$ cat src/verilog/rv_isa_pkg.sv
package rv_isa_pkg;

    // one full RV32I instruction word
    typedef logic [31:0] inst_t;

    // one 16-bit parcel, the unit the fetch stream is cut into
    typedef logic [15:0] half_t;

    // major opcodes that the compressed subset expands into
    localparam logic [6:0] op_load   = 7'b0000011;
    localparam logic [6:0] op_store  = 7'b0100011;
    localparam logic [6:0] op_op_imm = 7'b0010011;
    localparam logic [6:0] op_op     = 7'b0110011;
    localparam logic [6:0] op_jal    = 7'b1101111;
    localparam logic [6:0] op_jalr   = 7'b1100111;
    localparam logic [6:0] op_branch = 7'b1100011;

    // funct3 values of the expanded instructions
    localparam logic [2:0] f3_add  = 3'b000;
    localparam logic [2:0] f3_sll  = 3'b001;
    localparam logic [2:0] f3_sr   = 3'b101;
    localparam logic [2:0] f3_and  = 3'b111;
    // width code shared by lw and sw
    localparam logic [2:0] f3_word = 3'b010;
    localparam logic [2:0] f3_beq  = 3'b000;
    localparam logic [2:0] f3_bne  = 3'b001;

    // low two bits of a compressed parcel select its quadrant
    // and the pattern 2'b11 marks the start of a 32-bit instruction
    localparam logic [1:0] quad_c0 = 2'b00;
    localparam logic [1:0] quad_c1 = 2'b01;
    localparam logic [1:0] quad_c2 = 2'b10;

    // implicit registers of the jump forms
    localparam logic [4:0] reg_zero = 5'd0;
    localparam logic [4:0] reg_link = 5'd1;

endpackage
$ cat src/verilog/fetch_pkg.sv
package fetch_pkg;

    // one memory response, tagged with the word address it answers
    typedef struct packed {
        logic        valid;
        logic [31:0] addr;
        logic [31:0] data;
    } fetch_word_t;

    // one instruction handed to the core
    // compr tells the core to step its pc by 2 instead of 4
    typedef struct packed {
        logic              valid;
        logic [31:0]       pc;
        rv_isa_pkg::inst_t inst;
        logic              compr;
    } fetch_inst_t;

    // branch or jump from the core, valid is a single cycle pulse
    // and the target only needs to be halfword aligned
    typedef struct packed {
        logic        valid;
        logic [31:0] target;
    } redirect_t;

endpackage

$ cat src/verilog/pc_gen.sv
module pc_gen #(
    parameter logic [31:0] reset_pc = 32'h0
) (
    input  logic                 clk,
    input  logic                 reset,
    input  fetch_pkg::redirect_t redirect,
    input  logic                 fetch_hold,
    output logic [29:0]          fetch_addr,
    output logic                 fetch_en
);

    // set one cycle after reset is released, keeps the memory idle until then
    logic run;

    always_ff @(posedge clk) begin
        if (reset) begin
            fetch_addr <= reset_pc[31:2];
            run        <= 1'b0;
        end else begin
            run <= 1'b1;
            // a redirect wins over hold, the aligner flushes in the same cycle
            if (redirect.valid) begin
                fetch_addr <= redirect.target[31:2];
            end else if (fetch_en) begin
                // the word at fetch_addr is being read now, move on to the next one
                fetch_addr <= fetch_addr + 30'd1;
            end
        end
    end

    // each word is read exactly once and only while the aligner has room for it
    // so a read never has to be repeated or thrown away for lack of space
    assign fetch_en = run && !fetch_hold;

endmodule

$ cat config.mk
export PLATFORM = sky130hd
export DESIGN_NAME = pc_gen
export DESIGN_NICKNAME = d
export VERILOG_FILES = /design/src/verilog/rv_isa_pkg.sv /design/src/verilog/fetch_pkg.sv /design/src/verilog/pc_gen.sv
export SDC_FILE = /design/constraint.sdc
export NUM_CORES = 1
export LEC_CHECK = 0
export BUFFER_PORTS_ARGS = -buffer_cell sky130_fd_sc_hd__buf_4
export CORE_MARGIN = 8
export CORE_UTILIZATION = 50
export CTS_CLUSTER_DIAMETER = 50
export DETAILED_ROUTE_END_ITERATION = 10
export PLACE_DENSITY = 0.91
export SYNTH_ARGS = -nofsm -noshare
export SYNTH_HDL_FRONTEND = slang
export SYNTH_SLANG_ARGS = --single-unit
$ cat constraint.sdc
create_clock -name clk -period 4.84 [get_ports clk]
set_input_delay 0.968 -clock clk [delete_from_list [all_inputs] [get_ports clk]]
set_output_delay 0.968 -clock clk [all_outputs]
set_load 0.03 [all_outputs]
==> metrics.md <==
| Metric | Value |
|---|---|
| Critical Path Sink Type | output pin |
| RSZ-0062 raised after global routing | no |
| DIE AREA | 5700 µm² |
| Yosys top cell area share | between 30% and 40% |
| First-pass GRT wire length | between 8000 and 9000 µm |
| Port Buffer Count | between 60 and 70 |
| Count of final hold-check violations | 0 |
| # diodes | 0 |
| Number of DRC markers in iteration 0 | 170 |
| Final setup fails | 0 |
| WHS | approximately 0.54 ns |
| Final Cycle Share | a little over half |
| Gr ovfl total | 0 |
| CP arrival | approximately 1.6 ns |
| Nets@finish | 311 |
| #FFs+latches synth | 31 |
| PD cells | 262 nW/µm² |
| # hold bufs at CTS | 0 |
| Share of cells above drive strength 1 | between 20% and 30% |
| H-Tree Depth | 2 |
| Yosys cell types | between 40 and 50 |
| Final worst slack | 2.24 ns |
| Clock latency on the worst-skew pair | approximately 0.33 ns |
| Starting Density | between 50 and 60% |
| Top_reg_cell synth | dfxtp_1 |
| Max Cap Viol | 0 |
| Status | complete, no violations |
| Clock transition at the registers of the reported paths | approximately 0.090 ns |
| CTS tree | built |
| Synth area leader | dfxtp_1 |
| Root Driver | clkbuf_4 |
| Post-Route Setup TNS | 0 ns |
| Routability cong. | approximately 0.8 |
| Avg Cell Area, Syn | between 8 and 9 µm² |
| Routed len/inst | around 16 µm |
| Post-cts resize count | 0 |
| Pins Over Slew Limit | 0 |
| DR vias/cell | 6.02 |
| EDFF count, synth | 0 |
| DP Worst Slack | 1.95 ns |
| Slew @ Worst Pin | a little over 0.9 ns |
| WS Path Type | input pin to output pin |
| Final Core Density | 69.4% |
| Area growth syn-to-layout | 31.8% |
| Peak Freq | 0.384 GHz |
| DPL Wire Length | between 3000 and 4000 µm |
| Pwr Total | 0.611 mW |
| Hold WC Path Type | register to register |
| Async SR Flop Fraction | 0% |
| Setup crit start kind | input pin |
| Core footprint | between 3000 and 4000 µm² |
| Final min period | 2.60 ns |
| Initial antenna violation count | 0 |
| CTS Sinks | 31 |
| Post-CTS Setup Repair Bufs | 0 |
| Via count | a little under 2,000 |
| Count leader, synth | dfxtp_1 |
| DRT Pass-1 Iters | 4 |
| Syn Nets | 252 |
| Total GRT Usage | 18.1% |
| Die width | 75.5 µm |
| Post-Synthesis Cells | about 220 |
| Overall routed net length | about 5000 µm |
| Max VDD drop | between 0.15 and 0.2 mV |
| Lkg Pwr | between 0.9 and 1 nW |
| Largest net degree at the start of global routing | ~50 |
| Area contributors post-synth | dfxtp_1, a211oi_1, nor2_1, and4_1, o21ai_0 |
| Slew margin rel. | 38.7% |
| Routed Antenna Nets | 0 |
| Total CTS buffers | 5 |
| Max Root-Sink Buffers | 2 |
| Critical path fanouts, max | 4 |
| IO Pins | 67 |
| Seq/Total Area, Yosys | roughly a third |
| Synthesized area | between 1500 and 2000 µm² |
| Clock skew | 0.00582 ns |
| Post-route DRC | 0 |
| Ys Warns | 0 |
| Synth top cells by count | dfxtp_1, nor2_1, o21ai_0 |
| Number of global-route vias before repair | approximately 1,900 |
| Layout fillers | ~290 |
| Cell Rows | 21 |
| Die H | ~76 µm |
| WP data required | 3.87 ns |
==> placed cells by master (no fill, tap or decap), types with 2 or more instances in the layout <==
| cell type | count |
|---|---|
| or3_1 | 8 |
| clkbuf_8 | 2 |
| dfxtp_1 | 31 |
| nand2_1 | 11 |
| nor3_1 | 8 |
| and3_1 | 7 |
| nand3_1 | 11 |
| buf_4 | 65 |
| xnor2_1 | 6 |
| a211oi_1 | 10 |
| nor2_1 | 20 |
| o2111a_1 | 2 |
| nor4_1 | 2 |
| nor4_2 | 2 |
| inv_1 | 8 |
| a21oi_1 | 2 |
| a2111oi_0 | 4 |
| nor4b_1 | 2 |
| xor2_1 | 4 |
| nor2b_1 | 2 |
| nand4_1 | 8 |
| clkbuf_4 | 5 |
| a31oi_1 | 3 |
| o21ai_0 | 13 |
| and4_1 | 8 |
| or4_1 | 6 |
| a311oi_1 | 7 |
| o211a_1 | 3 |
| a211o_1 | 2 |
==> logic make-up (layout without fill, tap and decap cells) <==
| family | after synthesis | count (layout) | synth area share (%) |
|---|---|---|---|
| muxes | 1 | 1 | 0.565 |
| buffers and inverters | 21 | 81 | 4.59 |
| adders and majority gates | 1 | 1 | 0.707 |
| and+or+nand+nor | 100 | 100 | 32.9 |
| xor gates and xnor gates | 10 | 10 | 4.95 |
| DFF | 31 | 31 | 35.1 |
| AOI/OAI and AO/OA | 51 | 51 | 21.3 |
==> critical path, stage by stage <==
cell and delay, ns:
buf_4 0.12, nor2b_1 0.31, buf_4 0.24
==> power breakdown <==
group | switching (mW) | internal [mW] | total (mW)
combinational | 0.0755 | 0.0607 | 0.136
sequential | 0.0255 | 0.274 | 0.299
clock | 0.0900 | 0.0854 | 0.175
==> sequential cells by signal, indices dropped and copies added, names as in the netlist <==
register    count
run             1
fetch_addr     30
==> worst paths after layout <==
kind                                      from        endpoint  slack [ns]  cells past startpoint
worst max register to register   fetch_addr[0]  fetch_addr[28]        2.47                      5
worst min register to register  fetch_addr[17]  fetch_addr[17]        0.54                      2
worst min-delay path            fetch_addr[17]  fetch_addr[17]        0.54                      2
worst max-delay path                fetch_hold        fetch_en        2.24                      3
==> metal layers <==
metal | track usage [%] | share of wire (%) | wire length [µm] | vias to the layer above
li1 | - | - | - | 954
met1 | 21.7 | 44 | 2170 | 904
met2 | 29.1 | 47 | 2320 | 70
met3 | 6.71 | 9.0 | 450 | 4
met4 | 5.97 | 0.62 | 31 | 0
met5 | 0 | 0 | 0 | -
==> area by class of cell <==
cell class / instances / area (µm²) / share of cell area (%)
tap: 46 / 57.6 / 2.47
timing repair buffer: 65 / 488 / 20.9
inverter: 8 / 30.0 / 1.29
sequential: 31 / 621 / 26.6
clock buffer: 8 / 68.8 / 2.95
multi-input combinational: 163 / 1070 / 45.8
==> stage by stage <==
step	cells	cell area, µm²
3_5_place_dp	313	2260
4_1_cts	321	2330
5_1_grt	321	2330
6_report	321	2330
3_3_place_gp	313	2260
2_1_floorplan	215	1770
Note: power is estimated with default switching activity, not from simulation.
