**src/verilog/rv_isa_pkg.sv**
```systemverilog
package rv_isa_pkg;

    // one full RV32I instruction word
    typedef logic [31:0] inst_t;

    // one 16-bit parcel, the unit the fetch stream is cut into
    typedef logic [15:0] half_t;

    // major opcodes that the compressed subset expands into
    localparam logic [6:0] op_load   = 7'b0000011;
    localparam logic [6:0] op_store  = 7'b0100011;
    localparam logic [6:0] op_op_imm = 7'b0010011;
    localparam logic [6:0] op_op     = 7'b0110011;
    localparam logic [6:0] op_jal    = 7'b1101111;
    localparam logic [6:0] op_jalr   = 7'b1100111;
    localparam logic [6:0] op_branch = 7'b1100011;

    // funct3 values of the expanded instructions
    localparam logic [2:0] f3_add  = 3'b000;
    localparam logic [2:0] f3_sll  = 3'b001;
    localparam logic [2:0] f3_sr   = 3'b101;
    localparam logic [2:0] f3_and  = 3'b111;
    // width code shared by lw and sw
    localparam logic [2:0] f3_word = 3'b010;
    localparam logic [2:0] f3_beq  = 3'b000;
    localparam logic [2:0] f3_bne  = 3'b001;

    // low two bits of a compressed parcel select its quadrant
    // and the pattern 2'b11 marks the start of a 32-bit instruction
    localparam logic [1:0] quad_c0 = 2'b00;
    localparam logic [1:0] quad_c1 = 2'b01;
    localparam logic [1:0] quad_c2 = 2'b10;

    // implicit registers of the jump forms
    localparam logic [4:0] reg_zero = 5'd0;
    localparam logic [4:0] reg_link = 5'd1;

endpackage
```
**src/verilog/fetch_pkg.sv**
```systemverilog
package fetch_pkg;

    // one memory response, tagged with the word address it answers
    typedef struct packed {
        logic        valid;
        logic [31:0] addr;
        logic [31:0] data;
    } fetch_word_t;

    // one instruction handed to the core
    // compr tells the core to step its pc by 2 instead of 4
    typedef struct packed {
        logic              valid;
        logic [31:0]       pc;
        rv_isa_pkg::inst_t inst;
        logic              compr;
    } fetch_inst_t;

    // branch or jump from the core, valid is a single cycle pulse
    // and the target only needs to be halfword aligned
    typedef struct packed {
        logic        valid;
        logic [31:0] target;
    } redirect_t;

endpackage

```
**src/verilog/fetch_align.sv**
```systemverilog
module fetch_align #(
    parameter logic [31:0] reset_pc = 32'h0
) (
    input  logic                   clk,
    input  logic                   reset,
    input  fetch_pkg::redirect_t   redirect,
    input  logic                   stall,
    input  fetch_pkg::fetch_word_t word,
    output logic                   fetch_hold,
    output logic                   raw_valid,
    output logic [31:0]            raw_pc,
    output rv_isa_pkg::inst_t      raw_inst
);

    // parcel queue, entry 0 is the oldest and holds the next instruction start
    rv_isa_pkg::half_t [2:0] parcels;
    rv_isa_pkg::half_t [2:0] parcels_next;
    // number of queued parcels, 0 to 3
    logic [1:0]  cnt;
    logic [1:0]  cnt_next;
    logic [31:0] head_pc;
    // word address the queue expects next
    logic [29:0] exp_word;
    // first word after a redirect to an odd halfword only delivers its upper parcel
    logic        skip;

    logic       head_compr;
    logic       accept;
    logic [1:0] take;
    logic [1:0] keep;
    logic [1:0] in_cnt;

    // anything but 2'b11 in the low bits is a complete 16-bit instruction
    assign head_compr = (parcels[0][1:0] != 2'b11);

    // a 32-bit instruction waits until its second parcel is queued
    assign raw_valid = (cnt != 2'd0) && (head_compr || cnt >= 2'd2);
    assign raw_pc    = head_pc;
    assign raw_inst  = head_compr ? {16'h0000, parcels[0]} : {parcels[1], parcels[0]};

    // stall freezes the head, so the output stays put while it is high
    assign take   = (raw_valid && !stall) ? (head_compr ? 2'd1 : 2'd2) : 2'd0;
    assign keep   = cnt - take;

    // responses from before a redirect carry the wrong address and are dropped
    assign accept = word.valid && (word.addr == {2'b00, exp_word});
    assign in_cnt = accept ? (skip ? 2'd1 : 2'd2) : 2'd0;

    assign cnt_next = keep + in_cnt;

    // with at most one parcel left the next word always fits, even under stall
    assign fetch_hold = (cnt_next >= 2'd2);

    always_comb begin
        parcels_next = parcels;
        // shift out what the decoder took this cycle
        if (take == 2'd1) begin
            parcels_next = {16'h0000, parcels[2:1]};
        end else if (take == 2'd2) begin
            parcels_next = {32'h0000_0000, parcels[2]};
        end
        // then append the new word behind the parcels that remain
        if (accept) begin
            if (skip) begin
                parcels_next[keep] = word.data[31:16];
            end else begin
                parcels_next[keep]        = word.data[15:0];
                parcels_next[keep + 2'd1] = word.data[31:16];
            end
        end
    end

    always_ff @(posedge clk) begin
        if (reset) begin
            cnt      <= 2'd0;
            head_pc  <= reset_pc;
            exp_word <= reset_pc[31:2];
            skip     <= reset_pc[1];
        end else if (redirect.valid) begin
            // drop the whole queue and restart at the word holding the target
            cnt      <= 2'd0;
            head_pc  <= redirect.target;
            exp_word <= redirect.target[31:2];
            skip     <= redirect.target[1];
        end else begin
            cnt      <= cnt_next;
            // pc moves by two bytes per parcel taken
            head_pc  <= head_pc + {29'd0, take, 1'b0};
            exp_word <= exp_word + {29'd0, accept};
            if (accept) begin
                skip <= 1'b0;
            end
        end
    end

    // parcel storage only, cnt decides which entries mean anything
    always_ff @(posedge clk) begin
        parcels <= parcels_next;
    end

endmodule

```
**config.mk**
```make
export PLATFORM = sky130hd
export DESIGN_NAME = fetch_align
export DESIGN_NICKNAME = d
export VERILOG_FILES = /design/src/verilog/rv_isa_pkg.sv /design/src/verilog/fetch_pkg.sv /design/src/verilog/fetch_align.sv
export SDC_FILE = /design/constraint.sdc
export NUM_CORES = 1
export LEC_CHECK = 0
export BUFFER_PORTS_ARGS = -buffer_cell sky130_fd_sc_hd__buf_2
export CORE_MARGIN = 3
export CORE_UTILIZATION = 30
export DETAILED_ROUTE_END_ITERATION = 16
export SYNTH_ARGS = -nofsm -noshare
export SYNTH_HDL_FRONTEND = slang
export SYNTH_SLANG_ARGS = --single-unit
```
**constraint.sdc**
```tcl
create_clock -name clk -period 5.8 [get_ports clk]
set_input_delay 0.29 -clock clk [delete_from_list [all_inputs] [get_ports clk]]
set_output_delay 0.29 -clock clk [all_outputs]
set_load 0.1 [all_outputs]
```
==> impl.org <==
** STA
- Adding up every negative setup slack in the final design gives 0 ns.
- Setup repair after global routing left no endpoint under its margin.
- Hold violation count in the final report :: 0
- The clock arrives with 0.0114 ns of skew.
- Headroom to the max-slew limit came out at 0.246.
- Final period demand of the worst path :: 4.36 ns
- Timing-limited maximum frequency :: around 230 MHz
- The max-slew violation count came to 0.
- Setup Viol. Count Final :: 0
- Setup slack on the critical path of the routed design comes to around 1.4 ns.
- Of the available clock period, the critical path in the final layout requires 0.752.
- At the pin with the least slew margin, the transition time is 1.12 ns.

** Logic synthesis
- Average cell area after synthesis :: 7.89 µm²
- Main area contributors after synthesis :: sky130_fd_sc_hd__dfxtp_1 (28%), sky130_fd_sc_hd__xnor2_1 (6.7%), sky130_fd_sc_hd__a21oi_1 (5.6%), sky130_fd_sc_hd__nor2_1 (4.5%), sky130_fd_sc_hd__nand2_1 (4.2%)
- Seq/Total Area, Yosys :: 0.280
- Post-synthesis share of cell area spent on xor and xnor gates :: 0.0958
- Mux share of post-synthesis cell area :: 0.0630
- When the netlist entered floorplanning its net count stood at 1132.
- Yosys instantiated no cell more often than sky130_fd_sc_hd__dfxtp_1.
- Synth Register Bits :: 113
- For this run, the leading register cell type out of synthesis is sky130_fd_sc_hd__dfxtp_1.
- Compound-cell area share of the yosys netlist :: 0.249
- The synthesized design contains 0 enable-type register cells.
- Of all flip-flops after synthesis, the portion carrying an async set or reset was 0.
- Proportion of netlist area held by the largest area contributor :: 0.280
- Synthesis instantiated 65 different standard cells from the library.
- By count the netlist is led by sky130_fd_sc_hd__dfxtp_1 (113), sky130_fd_sc_hd__nor2_1 (97), sky130_fd_sc_hd__a21oi_1 (91), sky130_fd_sc_hd__nand2_1 (91), sky130_fd_sc_hd__clkbuf_1 (64).
- The Yosys step of the flow raised 0 warnings.
- Post-synthesis simple-gate area fraction :: 0.227
- Cell accounting for the most synthesized area :: sky130_fd_sc_hd__dfxtp_1
- Adder-cell share of the synthesized area :: 0.0118
- Mapped Area :: between 8000 and 9000 µm²
- Combinational family with the most area after synthesis :: compound AO/OA/AOI/OAI gates
- Cells after Synth :: 1024

** Power and ir drop
- For this design the static power due to leakage is 3.85 nW.
- Cell internal pwr :: 1.56 mW
- Proportion of power drawn by combinational gates :: 0.139
- Total power per unit cell area :: around 240 nW/µm²
- Of the total power, registers draw 0.370.
- Switching power :: 720 µW
- Sw Ratio :: 0.316
- Maximum vdd drop :: about 190 µV
- The share of total power dissipated in the clock network is 0.491.

** Route
- For this run, the detailed router's first-pass iteration total came to 6.
- Once detail routing completed, the nets flagged for antenna violations numbered 0.
- The detailed router placed between 8000 and 9000 vias in this run.
- In the routed design, unresolved DRC markers number 0.
- Post-detailed-route via-to-cell ratio :: 5.58
- Average detailed-routed wire length per instance :: 18.8 µm
- After detailed routing, the total wire length is 27.9 mm.
- Iteration-0 DRC Markers :: 873

** GRT
- Via count of the first global-routing pass :: 7789
- Grt total ovfl :: 0
- The first global-routing pass estimated 43.4 mm of wire.
- The initial antenna violation count came to 5.
- Pin count of the biggest net entering global routing :: 78
- In the global route stage, overall resource usage came out at 0.190.

** Floorplan
- The die is 170 µm tall.
- The die is 170 µm wide.
- The initialized floorplan defines a little under 60 standard-cell rows.
- The initial utilization of the core area, before any placement, comes to 0.308.
- Core area :: 26300 µm²
- Number of ports placed on the die boundary :: 167
- The die covers 29000 µm².

** Clock network
- Clock tree synthesis found a total of between 100 and 150 sinks.
- CTS resizes :: 0
- Clock-pin slew was measured on the worst setup and hold paths at 0.06 ns.
- Number of CTS-inserted buffers :: 17
- TritonCTS built the clock tree.
- Clock root cell :: sky130_fd_sc_hd__clkbuf_16
- Bufs on Longest Clock Path :: 2
- At the later pin of the worst-skew pair, clock insertion delay measures between 0.4 and 0.5 ns.
- The H-tree generated during clock tree synthesis spans 4 levels.
- After clock tree synthesis, the setup repair step added 0 buffers.
- Number of buffers inserted by hold repair at cts :: 0

** Setup path
- Startpoint Class :: register
- Register-to-Register Setup Slack :: 1.70 ns
- For the worst setup path, the data arrival time is 4.07 ns.
- The critical path is of the reg2out type.
- In this run the worst path has a maximum fanout of 36.
- The worst setup path is captured at an output port.
- Data on the critical path is required at its endpoint by between 5 and 6 ns.

** Layout
- Final cell count without fillers :: 1482
- In the final layout, the share of cells above drive strength 1 is 0.222.
- From synthesis to final layout, the design area changed by 19.5%.
- Post-layout nets :: 1239

** Status
- Run status :: completed

** Placed design
- Worst slack at placement :: between 1.5 and 2 ns
- Weighted congestion reported at the end of routability-driven placement :: 0.887
- The HPWL after detailed placement is 19.2 mm.
- Once placement completed, the tool counted placed cells totaling about 1400.
- The count of buffers added on input and output ports is roughly 170.

** Worst hold path
- Path class of the lowest-slack min-delay path :: in2reg

** Job
- Number of violations of the max-capacitance limit :: 0
## final cells by class
| type | instances | area (µm²) |
|---|---|---|
| clock buffer | 17 | 425 |
| multi-input combinational | 781 | 5260 |
| tap | 335 | 419 |
| fill | 2736 | 16600 |
| sequential | 113 | 2260 |
| antenna | 3 | 7.51 |
| inverter | 33 | 129 |
| clock inverter | 15 | 188 |
| timing repair buffer | 185 | 973 |
## worst max-delay path, cell delays in order (launching register included)
cell and delay, ns:
sky130_fd_sc_hd__dfxtp_1 0.71, sky130_fd_sc_hd__buf_4 0.27, sky130_fd_sc_hd__a221oi_2 0.07, sky130_fd_sc_hd__buf_4 0.24
sky130_fd_sc_hd__ha_2 0.94, sky130_fd_sc_hd__inv_1 0.15, sky130_fd_sc_hd__ha_1 0.26, sky130_fd_sc_hd__xnor2_1 0.14
sky130_fd_sc_hd__xnor2_1 0.34, sky130_fd_sc_hd__buf_2 0.51
## flip-flops by register name, indices dropped and copies added, names as in the netlist
name / cells
cnt: 2
exp_word: 30
parcels: 48
raw_pc: 32
skip: 1
## power groups by stage
stage / logic [mW] / registers, mW / clock network (mW)
6_report: 0.318 / 0.844 / 1.12
5_1_grt: 0.339 / 0.849 / 1.17
4_1_cts: 0.319 / 0.844 / 1.14
3_5_place_dp: 0.317 / 0.861 / 0
3_3_place_gp: 0.316 / 0.861 / 0
2_1_floorplan: 0.117 / 0.959 / 0
## worst paths after layout
check,from,end,cells past startpoint
max,parcels[1],fetch_hold,9
min,redirect[0],raw_pc[0],3
max reg2reg,exp_word[5],exp_word[21],13
min reg2reg,raw_pc[0],raw_pc[0],2
## cells in the final DEF, fill, tap and decap left out, types with 19 or more instances in the layout
cell,Yosys,layout
sky130_fd_sc_hd__buf_4,16,19
sky130_fd_sc_hd__nand2_1,91,90
sky130_fd_sc_hd__and3_1,26,26
sky130_fd_sc_hd__o31a_1,24,24
sky130_fd_sc_hd__buf_2,9,166
sky130_fd_sc_hd__dfxtp_1,113,113
sky130_fd_sc_hd__a21boi_0,36,36
sky130_fd_sc_hd__xor2_1,22,22
sky130_fd_sc_hd__o21ai_0,24,24
sky130_fd_sc_hd__nand4_1,35,35
sky130_fd_sc_hd__inv_1,31,31
sky130_fd_sc_hd__nand3_1,24,24
sky130_fd_sc_hd__nor4_1,19,19
sky130_fd_sc_hd__xnor2_1,62,62
sky130_fd_sc_hd__a21oi_1,91,91
sky130_fd_sc_hd__a211oi_1,37,37
sky130_fd_sc_hd__nor2_1,97,96
## metrics by stage
step / utilization / total power, mW / hold slack, ns / area (µm²)
after floorplan: - / 1.08 / 0.437 / 8080
after global placement: 0.344 / 1.18 / 0.471 / 9040
after detailed placement: 0.344 / 1.18 / 0.488 / 9040
after CTS: 0.367 / 2.30 / 0.0950 / 9660
after global routing: 0.368 / 2.36 / 0.134 / 9660
final: 0.368 / 2.28 / 0.107 / 9660
## layer usage
metal | wire length, µm | vias up | track usage | part of all wire
met5 | 33 | - | 0 | 0.0012
met4 | 866 | 6 | 0.0713 | 0.031
met3 | 2260 | 58 | 0.0420 | 0.081
met2 | 12400 | 402 | 0.295 | 0.45
met1 | 12300 | 3846 | 0.257 | 0.44
li1 | - | 3959 | - | -
## cells by family (layout without fill, tap and decap cells)
logic type | after synthesis | after routing
AOI/OAI and AO/OA | 292 | 292
xor gates and xnor gates | 86 | 86
adders and majority gates | 7 | 7
buffers and inverters | 130 | 250
DFF | 113 | 113
muxes | 32 | 32
other | 0 | 3
and+or+nand+nor | 364 | 364
Power figures use the tool's default switching activity.
