[config.mk]
export PLATFORM = sky130hd
export DESIGN_NAME = decompressor
export DESIGN_NICKNAME = d
export VERILOG_FILES = /design/src/verilog/rv_isa_pkg.sv /design/src/verilog/decompressor.sv
export SDC_FILE = /design/constraint.sdc
export NUM_CORES = 1
export LEC_CHECK = 0
export ABC_AREA = 1
export BUFFER_PORTS_ARGS = -buffer_cell sky130_fd_sc_hd__buf_2
export CORE_MARGIN = 5
export CORE_UTILIZATION = 46
export DETAILED_ROUTE_END_ITERATION = 16
export GPL_ROUTABILITY_DRIVEN = 0
export GPL_TIMING_DRIVEN = 0
export PLACE_DENSITY = 0.92
export REMOVE_ABC_BUFFERS = 1
export SLEW_MARGIN = 0
export SYNTH_ARGS = -nofsm -noshare
export SYNTH_HDL_FRONTEND = slang
export SYNTH_SLANG_ARGS = --single-unit
[constraint.sdc]
create_clock -name vclk -period 1.4
set_clock_uncertainty 0.15 [all_clocks]
set_input_delay 0 -clock vclk [all_inputs]
set_output_delay 0 -clock vclk [all_outputs]
set_load 0.05 [all_outputs]
[src/verilog/rv_isa_pkg.sv]
package rv_isa_pkg;

    // one full RV32I instruction word
    typedef logic [31:0] inst_t;

    // one 16-bit parcel, the unit the fetch stream is cut into
    typedef logic [15:0] half_t;

    // major opcodes that the compressed subset expands into
    localparam logic [6:0] op_load   = 7'b0000011;
    localparam logic [6:0] op_store  = 7'b0100011;
    localparam logic [6:0] op_op_imm = 7'b0010011;
    localparam logic [6:0] op_op     = 7'b0110011;
    localparam logic [6:0] op_jal    = 7'b1101111;
    localparam logic [6:0] op_jalr   = 7'b1100111;
    localparam logic [6:0] op_branch = 7'b1100011;

    // funct3 values of the expanded instructions
    localparam logic [2:0] f3_add  = 3'b000;
    localparam logic [2:0] f3_sll  = 3'b001;
    localparam logic [2:0] f3_sr   = 3'b101;
    localparam logic [2:0] f3_and  = 3'b111;
    // width code shared by lw and sw
    localparam logic [2:0] f3_word = 3'b010;
    localparam logic [2:0] f3_beq  = 3'b000;
    localparam logic [2:0] f3_bne  = 3'b001;

    // low two bits of a compressed parcel select its quadrant
    // and the pattern 2'b11 marks the start of a 32-bit instruction
    localparam logic [1:0] quad_c0 = 2'b00;
    localparam logic [1:0] quad_c1 = 2'b01;
    localparam logic [1:0] quad_c2 = 2'b10;

    // implicit registers of the jump forms
    localparam logic [4:0] reg_zero = 5'd0;
    localparam logic [4:0] reg_link = 5'd1;

endpackage
[src/verilog/decompressor.sv]
module decompressor (
    input  rv_isa_pkg::inst_t raw_inst,
    output rv_isa_pkg::inst_t inst,
    output logic              compr
);

    // the aligner always places the instruction in the low bits
    rv_isa_pkg::half_t h;
    // full register fields of the CI and CR formats
    // h[6:2] doubles as the low five immediate bits in CI
    logic [4:0] rd;
    logic [4:0] rs2;
    // x8 to x15 register fields of the CL, CS, CB and CA formats
    // c.lw puts its destination in the rs2' position
    logic [4:0] rs1_p;
    logic [4:0] rs2_p;
    // jal immediate field shared by c.jal and c.j
    logic [19:0] j_imm;
    // branch immediate split around rs2 and rs1, shared by c.beqz and c.bnez
    logic [6:0]  b_imm_hi;
    logic [4:0]  b_imm_lo;

    assign h     = raw_inst[15:0];
    assign rd    = h[11:7];
    assign rs2   = h[6:2];
    assign rs1_p = {2'b01, h[9:7]};
    assign rs2_p = {2'b01, h[4:2]};

    assign j_imm = {h[12], h[8], h[10:9], h[6], h[7], h[2], h[11], h[5:3],
                    h[12], {8{h[12]}}};
    assign b_imm_hi = {{4{h[12]}}, h[6:5], h[2]};
    assign b_imm_lo = {h[11:10], h[4:3], h[12]};

    // the core steps by 2 when this is high
    assign compr = (raw_inst[1:0] != 2'b11);

    always_comb begin
        // unsupported encodings fall through as zero, which the core rejects
        inst = '0;
        if (!compr) begin
            inst = raw_inst;
        end else begin
            case ({h[15:13], h[1:0]})
                // c.lw
                {3'b010, rv_isa_pkg::quad_c0}: begin
                    inst = {5'b00000, h[5], h[12:10], h[6], 2'b00, rs1_p,
                            rv_isa_pkg::f3_word, rs2_p, rv_isa_pkg::op_load};
                end
                // c.sw
                {3'b110, rv_isa_pkg::quad_c0}: begin
                    inst = {5'b00000, h[5], h[12], rs2_p, rs1_p, rv_isa_pkg::f3_word,
                            h[11:10], h[6], 2'b00, rv_isa_pkg::op_store};
                end
                // c.addi, and c.nop comes out of the same form as addi x0, x0, 0
                {3'b000, rv_isa_pkg::quad_c1}: begin
                    inst = {{7{h[12]}}, rs2, rd, rv_isa_pkg::f3_add, rd,
                            rv_isa_pkg::op_op_imm};
                end
                // c.jal links through ra
                {3'b001, rv_isa_pkg::quad_c1}: begin
                    inst = {j_imm, rv_isa_pkg::reg_link, rv_isa_pkg::op_jal};
                end
                // c.andi, c.srli and c.srai share funct3 and split on bits 11:10
                {3'b100, rv_isa_pkg::quad_c1}: begin
                    if (h[11:10] == 2'b10) begin
                        inst = {{7{h[12]}}, rs2, rs1_p, rv_isa_pkg::f3_and, rs1_p,
                                rv_isa_pkg::op_op_imm};
                    end else if (!h[12] && rs2 == 5'd0) begin
                        // a zero shift amount is a hint, left as zero
                        inst = '0;
                    end else if (h[11:10] == 2'b00) begin
                        inst = {7'b0000000, rs2, rs1_p, rv_isa_pkg::f3_sr, rs1_p,
                                rv_isa_pkg::op_op_imm};
                    end else if (h[11:10] == 2'b01) begin
                        inst = {7'b0100000, rs2, rs1_p, rv_isa_pkg::f3_sr, rs1_p,
                                rv_isa_pkg::op_op_imm};
                    end
                    // the register-register forms of this group stay zero
                end
                // c.j is c.jal without the link
                {3'b101, rv_isa_pkg::quad_c1}: begin
                    inst = {j_imm, rv_isa_pkg::reg_zero, rv_isa_pkg::op_jal};
                end
                // c.beqz compares rs1' against x0
                {3'b110, rv_isa_pkg::quad_c1}: begin
                    inst = {b_imm_hi, rv_isa_pkg::reg_zero, rs1_p, rv_isa_pkg::f3_beq,
                            b_imm_lo, rv_isa_pkg::op_branch};
                end
                // c.bnez
                {3'b111, rv_isa_pkg::quad_c1}: begin
                    inst = {b_imm_hi, rv_isa_pkg::reg_zero, rs1_p, rv_isa_pkg::f3_bne,
                            b_imm_lo, rv_isa_pkg::op_branch};
                end
                // c.slli
                {3'b000, rv_isa_pkg::quad_c2}: begin
                    inst = {7'b0000000, rs2, rd, rv_isa_pkg::f3_sll, rd,
                            rv_isa_pkg::op_op_imm};
                end
                // c.jr, c.jalr, c.mv and c.add
                {3'b100, rv_isa_pkg::quad_c2}: begin
                    if (rs2 == rv_isa_pkg::reg_zero) begin
                        // bit 12 picks the linking jump, rs1 = x0 is reserved or ebreak
                        if (rd != rv_isa_pkg::reg_zero) begin
                            inst = {12'h000, rd, 3'b000,
                                    h[12] ? rv_isa_pkg::reg_link : rv_isa_pkg::reg_zero,
                                    rv_isa_pkg::op_jalr};
                        end
                    end else if (rd != rv_isa_pkg::reg_zero) begin
                        // c.mv adds to x0, c.add adds to rd itself
                        inst = {7'b0000000, rs2, h[12] ? rd : rv_isa_pkg::reg_zero,
                                rv_isa_pkg::f3_add, rd, rv_isa_pkg::op_op};
                    end
                end
                default: begin
                    inst = '0;
                end
            endcase
        end
    end

endmodule

==> results of run 1 <==
[metal layers]
layer,GRT usage (%),wire length (microns)
met5,0,0
met4,10.93,942
met2,49.35,3373
met1,33.16,2569
met3,2.450,1130
[area by class of cell]
| class | instances | area, sq um |
|---|---|---|
| fill | 73 | 133.9 |
| inverter | 30 | 142.6 |
| timing repair buffer | 98 | 792.0 |
| tap | 28 | 35.03 |
| multi-input combinational | 169 | 1101 |
| timing repair inverter | 1 | 7.507 |
[cell usage after synthesis, types with 2 or more instances]
cell       number
nor2_4          5
inv_2           2
inv_1          26
a22oi_1         3
nor2_1         14
nand3_2         4
a21oi_1         7
clkbuf_1        2
nand3_1        21
o211ai_1        8
o2111ai_1       2
o21ai_0        20
nand2_1        62
buf_2           3
nor3_1          3
nand2_2         3
nand3_4         2
nand4_1         8
[worst max-delay path, delay by kind of cell]
kind                   cells  cell delay (ns)
AND/OR/NAND/NOR            6             0.82
buffers and inverters      5             0.54
[kinds of logic (layout without fill, tap and decap cells)]
family,count (synthesis),after routing,synth area share (%)
AOI/OAI and AO/OA,45,45,26.42
buffers and inverters,37,129,14.98
and+or+nand+nor,124,124,58.61
[power groups by stage]
| stage | registers (mW) | logic, mW | clock network [mW] |
|---|---|---|---|
| 2_1_floorplan | 0 | 0.456 | 0 |
| 3_3_place_gp | 0 | 0.637 | 0 |
| 3_5_place_dp | 0 | 0.644 | 0 |
| 4_1_cts | 0 | 0.716 | 0 |
| 5_1_grt | 0 | 0.963 | 0 |
| 6_report | 0 | 0.937 | 0 |
[through the flow]
stage | util, % | hold slack [ns] | area (sq um) | setup slack [ns] | setup TNS, ns
2_1_floorplan | - | 0.07892 | 1017 | -0.4594 | -6.891
5_1_grt | 93.95 | 0.2479 | 2078 | -0.1947 | -2.520
3_5_place_dp | 62.27 | 0.2692 | 1378 | -0.3139 | -6.530
6_report | 93.95 | 0.2245 | 2078 | -0.1247 | -1.427
4_1_cts | 72.00 | 0.2201 | 1593 | -0.009419 | -0.009419
3_3_place_gp | 62.27 | 0.2660 | 1378 | -0.2878 | -5.475
[final timing paths]
check | from | end | slack, ns | depth (start not counted)
min | raw_inst[20] | inst[20] | 0.22 | 4
max | raw_inst[2] | inst[11] | -0.12 | 11
[timing repair]
action / 4_1_cts / 5_1_grt
cloned: 1 / 0
pin swaps: 8 / 29
setup buffers: 12 / 21
setup endpoints to repair: 28 / 29
resized for setup: 38 / 114
hold endpoints to repair: 0 / 0
==> impl_metrics.py, run 1 <==
metrics = {
    "sta": {
        "fin_ws_ns": -0.1247,
        "finalCritPeriodShare_pct": 108.9,
        "final-hold-violation-count": 0,
        "fmax_ghz": 0.6559,
        "rsz0062_at_grt": "true",
        "tightest_slew_ns": 0.3916,
        "layout_min_cycle_time_ns": 1.525,
        "relSlewSlack_pct": 73.80,
        "slew_viol_final": 0,
        "final-setup-viol-count": 25,
    },
    "logic_synthesis": {
        "ys_types": 29,
        "synthCells": 206,
        "yosysSeqAreaShare_pct": 0,
        "syn_area_per_cell_sq_um": 5.151,
        "synth_top_area_cell": "nand2_1",
        "netlist_area_sq_um": 1061,
        "yosysWarnings": 0,
        "ys_top_cells_by_area": "nand2_1 (22%), nand3_1 (9.9%), o21ai_0 (9.4%)",
        "synth_top_area_share_pct": 21.93,
    },
    "finish": {
        "mostFrequentLayoutCells": "nand2_1 (47), buf_4 (36), buf_2 (30)",
        "areaGrowthSynthToFinish_pct": 95.87,
        "seq_cell_count": 0,
        "nNetsFinal": 332,
        "final_common_cell": "nand2_1",
        "n_clock_buffer": 0,
        "diodes": 0,
        "regArea_sq_um": 0,
        "stdcell_count": 326,
        "drive_above_1_share_pct": 55.37,
    },
    "floorplanning": {
        "die_area_sq_um": 3367,
        "std_cell_rows": 17,
        "dieWidth_microns": 58.03,
        "start_util_pct": 47.96,
        "coreArea_sq_um": 2212,
        "ios": 65,
        "die_h_microns": 58.03,
    },
    "grt": {
        "grt_pass1_vias": 1786,
        "overflow": 0,
        "grt_pass1_wl_microns": 7548,
        "antenna_found_initial": 0,
        "grt_max_degree": 15,
        "track_usage_pct": 27.45,
    },
    "power": {
        "power_switching_mw": 0.6345,
        "ir_worst_vdd_mv": 0.3600,
        "power_leakage_nw": 1.038,
        "switching_share_pct": 67.71,
        "combPwrFrac_pct": 100.0,
        "seqPwrFrac_pct": 0,
        "p_per_area_nw_per_um2": 450.9,
        "pwr-share-clk_pct": 0,
        "cellInternalPower_mw": 0.3026,
        "total_power_mw": 0.9371,
    },
    "worst_setup_path": {
        "worstPathCellList": "buf_4 > inv_4 > buf_4 > nand4_1 > nand2_2 > nand3_2 > nor2_2 > nand2_1 > nand2_2 > inv_2 > buf_8",
        "cp.required_ns": 1.25,
        "path_max_fanout": 6,
        "slowest_stage": "nand4_1",
        "crit_type": "in -> out",
        "cp-end-kind": "primary output",
        "cp-start-kind": "primary input",
        "cp.arrival_ns": 1.37,
        "max_stage_delay_ns": 0.25,
    },
    "drt": {
        "initialDrtViolationCount": 390,
        "vias": 2305,
        "routedWlPerCell_microns": 24.59,
        "drc": 0,
        "avgViaCountPerCell": 7.071,
        "wl_microns": 8015,
        "detail-route-antenna-nets": 0,
        "dr.pass1.iters": 5,
    },
    "status": {
        "violations": "setup timing",
        "run_status": "finished, violations left",
    },
    "placement": {
        "io_buffers": 65,
        "hpwl_microns": 3177,
        "post-place-cells": 292,
    },
    "run": {
        "maxCapViolations": 0,
    },
    "clock_network": {
        "cts_hold_buffers": 0,
    },
    "hold_path": {
        "hold_class": "in -> out",
    },
}
Note: power is estimated with default switching activity, not from simulation.
==> inputs of run 2 (changes only) <==
--- a/config.mk
+++ b/config.mk
@@ -7,7 +7,7 @@
 export LEC_CHECK = 0
 export ABC_AREA = 1
 export BUFFER_PORTS_ARGS = -buffer_cell sky130_fd_sc_hd__buf_2
-export CORE_MARGIN = 5
+export CORE_MARGIN = 4
 export CORE_UTILIZATION = 46
 export DETAILED_ROUTE_END_ITERATION = 16
 export GPL_ROUTABILITY_DRIVEN = 0
==> run 2 against run 1 <==
- the flow still finishes with violations (setup timing)
- sequential cell count did not move
- die area fell by 6.8%
- combinational power is 2% higher
- utilization up 2.1 points
- setup slack worse by 0.085 ns
- via count rose by 5.4%
- hold slack lost 0.011 ns
- critical path depth decreased by 2
- first-iteration DRC count grew 31%
- routed wire length grew 6.1%
- largest cell class unchanged
==> impl_metrics.py, run 2 (synthesis results as in run 1) <==
metrics = {
    "drt": {
        "met1Wirelength_microns": 2604,
        "detail-route-antenna-nets": 0,
        "drc": 0,
        "initialDrtViolationCount": 509,
        "dr.pass1.iters": 12,
        "wl_met3_microns": 1433,
        "wl_microns": 8507,
        "wl_met2_microns": 3428,
        "vias": 2430,
        "routedWlPerCell_microns": 26.02,
        "routed.top_layer": "met4",
        "avgViaCountPerCell": 7.431,
    },
    "worst_setup_path": {
        "cp.required_ns": 1.25,
        "cp.arrival_ns": 1.46,
        "crit_type": "in -> out",
        "cp-end-kind": "primary output",
        "path_max_fanout": 5,
        "cp-start-kind": "primary input",
        "timing.critical_path.from": "raw_inst[0]",
    },
    "run": {
        "maxCapViolations": 0,
    },
    "sta": {
        "final-setup-viol-count": 31,
        "final-hold-violation-count": 0,
        "fmax_ghz": 0.6211,
        "slew_viol_final": 0,
        "finalCritPeriodShare_pct": 115.0,
        "rsz0062_at_grt": "true",
        "layout_min_cycle_time_ns": 1.610,
        "whs_ns": 0.2130,
        "relSlewSlack_pct": 66.82,
        "tightest_slew_ns": 0.4960,
        "fin_ws_ns": -0.2100,
    },
    "floorplanning": {
        "std_cell_rows": 17,
        "die_area_sq_um": 3139,
        "start_util_pct": 47.96,
        "dieWidth_microns": 56.03,
        "ios": 65,
        "die_h_microns": 56.03,
        "coreArea_sq_um": 2212,
    },
    "hold_path": {
        "worstHoldPathCells": 4,
        "hold_class": "in -> out",
        "worstHoldStart": "raw_inst[21]",
    },
    "finish": {
        "final_common_cell": "nand2_1",
        "n_clock_buffer": 0,
        "diodes": 0,
        "areaGrowthSynthToFinish_pct": 100.2,
        "drive_above_1_share_pct": 57.53,
        "mostFrequentLayoutCells": "nand2_1 (48), buf_4 (36), buf_2 (29)",
        "nNetsFinal": 333,
        "seq_cell_count": 0,
        "regArea_sq_um": 0,
        "stdcell_area_sq_um": 2125,
    },
    "status": {
        "violations": "setup timing",
        "run_status": "finished, violations left",
    },
    "grt": {
        "track_usage_pct": 31.00,
        "grt_pass1_wl_microns": 8204,
        "grt_pass1_vias": 1835,
        "grt_max_degree": 15,
        "antenna_found_initial": 0,
        "overflow": 0,
    },
    "power": {
        "power_leakage_nw": 1.056,
        "ir_worst_vdd_mv": 0.3919,
        "p_per_area_nw_per_um2": 449.6,
    },
    "placement": {
        "hpwl_microns": 3077,
        "place_area_sq_um": 1378,
        "io_buffers": 65,
    },
    "clock_network": {
        "cts_hold_buffers": 0,
    },
}
## run 2: cell count changes in the layout (fill, tap and decap cells not counted), sizes merged
cell,previous run,this run
buf,93,97
clkbuf,5,1
inv,25,26
clkinv,1,0
clkinvlp,5,6
## run 2: cell type report
class                           instances  area (sq um)
Fill cell                              55         87.58
Multi-Input combinational cell        169          1114
Inverter                               30         147.6
Timing Repair Buffer                   98         813.3
Timing Repair inverter                  2         15.01
Tap cell                               28         35.03
## run 2: per-stage QoR
| stage | power [mW] | setup slack (ns) | utilization (%) | std cells | setup TNS [ns] |
|---|---|---|---|---|---|
| floorplan | 0.4565 | -0.4594 | - | 199 | -6.891 |
| global placement | 0.6361 | -0.2810 | 62.27 | 292 | -5.426 |
| detailed placement | 0.6417 | -0.2679 | 62.27 | 292 | -5.487 |
| CTS | 0.7228 | -0.01092 | 73.42 | 304 | -0.01092 |
| global route | 0.9712 | -0.2138 | 96.04 | 327 | -4.107 |
| finish | 0.9553 | -0.2100 | 96.04 | 327 | -3.046 |
## run 2: per-layer routing
layer / global-route usage, % / vias up
met2: 53.76 / 371
met4: 13.90 / 0
li1: - / 886
met5: 0 / -
met3: 5.568 / 165
met1: 36.60 / 1008
## run 2: worst paths after layout
| path | endpoint | slack, ns |
|---|---|---|
| setup / recovery | inst[22] | -0.21 |
| hold / removal | inst[21] | 0.21 |
## run 2: timing repair
| action | in CTS | in global routing |
|---|---|---|
| buffers inserted | 11 | 22 |
| pin swaps | 12 | 32 |
| gates resized for setup | 50 | 121 |
| endpoints found under the hold margin | 0 | 0 |
| gates cloned | 1 | 1 |
| setup endpoints to repair | 28 | 31 |
## run 2: power breakdown
group | leakage, nW | switching, mW | internal, mW | total, mW
Clock | 0 | 0 | 0 | 0
Sequential | 0 | 0 | 0 | 0
Combinational | 1.06 | 0.648 | 0.307 | 0.955
## run 2: worst max-delay path, cell delays in order
cell     delay [ns]
buf_8          0.11
inv_6          0.07
nand4_1        0.29
nor2_2         0.39
nand2_1        0.09
o21ai_0        0.13
inv_1          0.08
nand4_1        0.13
buf_6          0.17
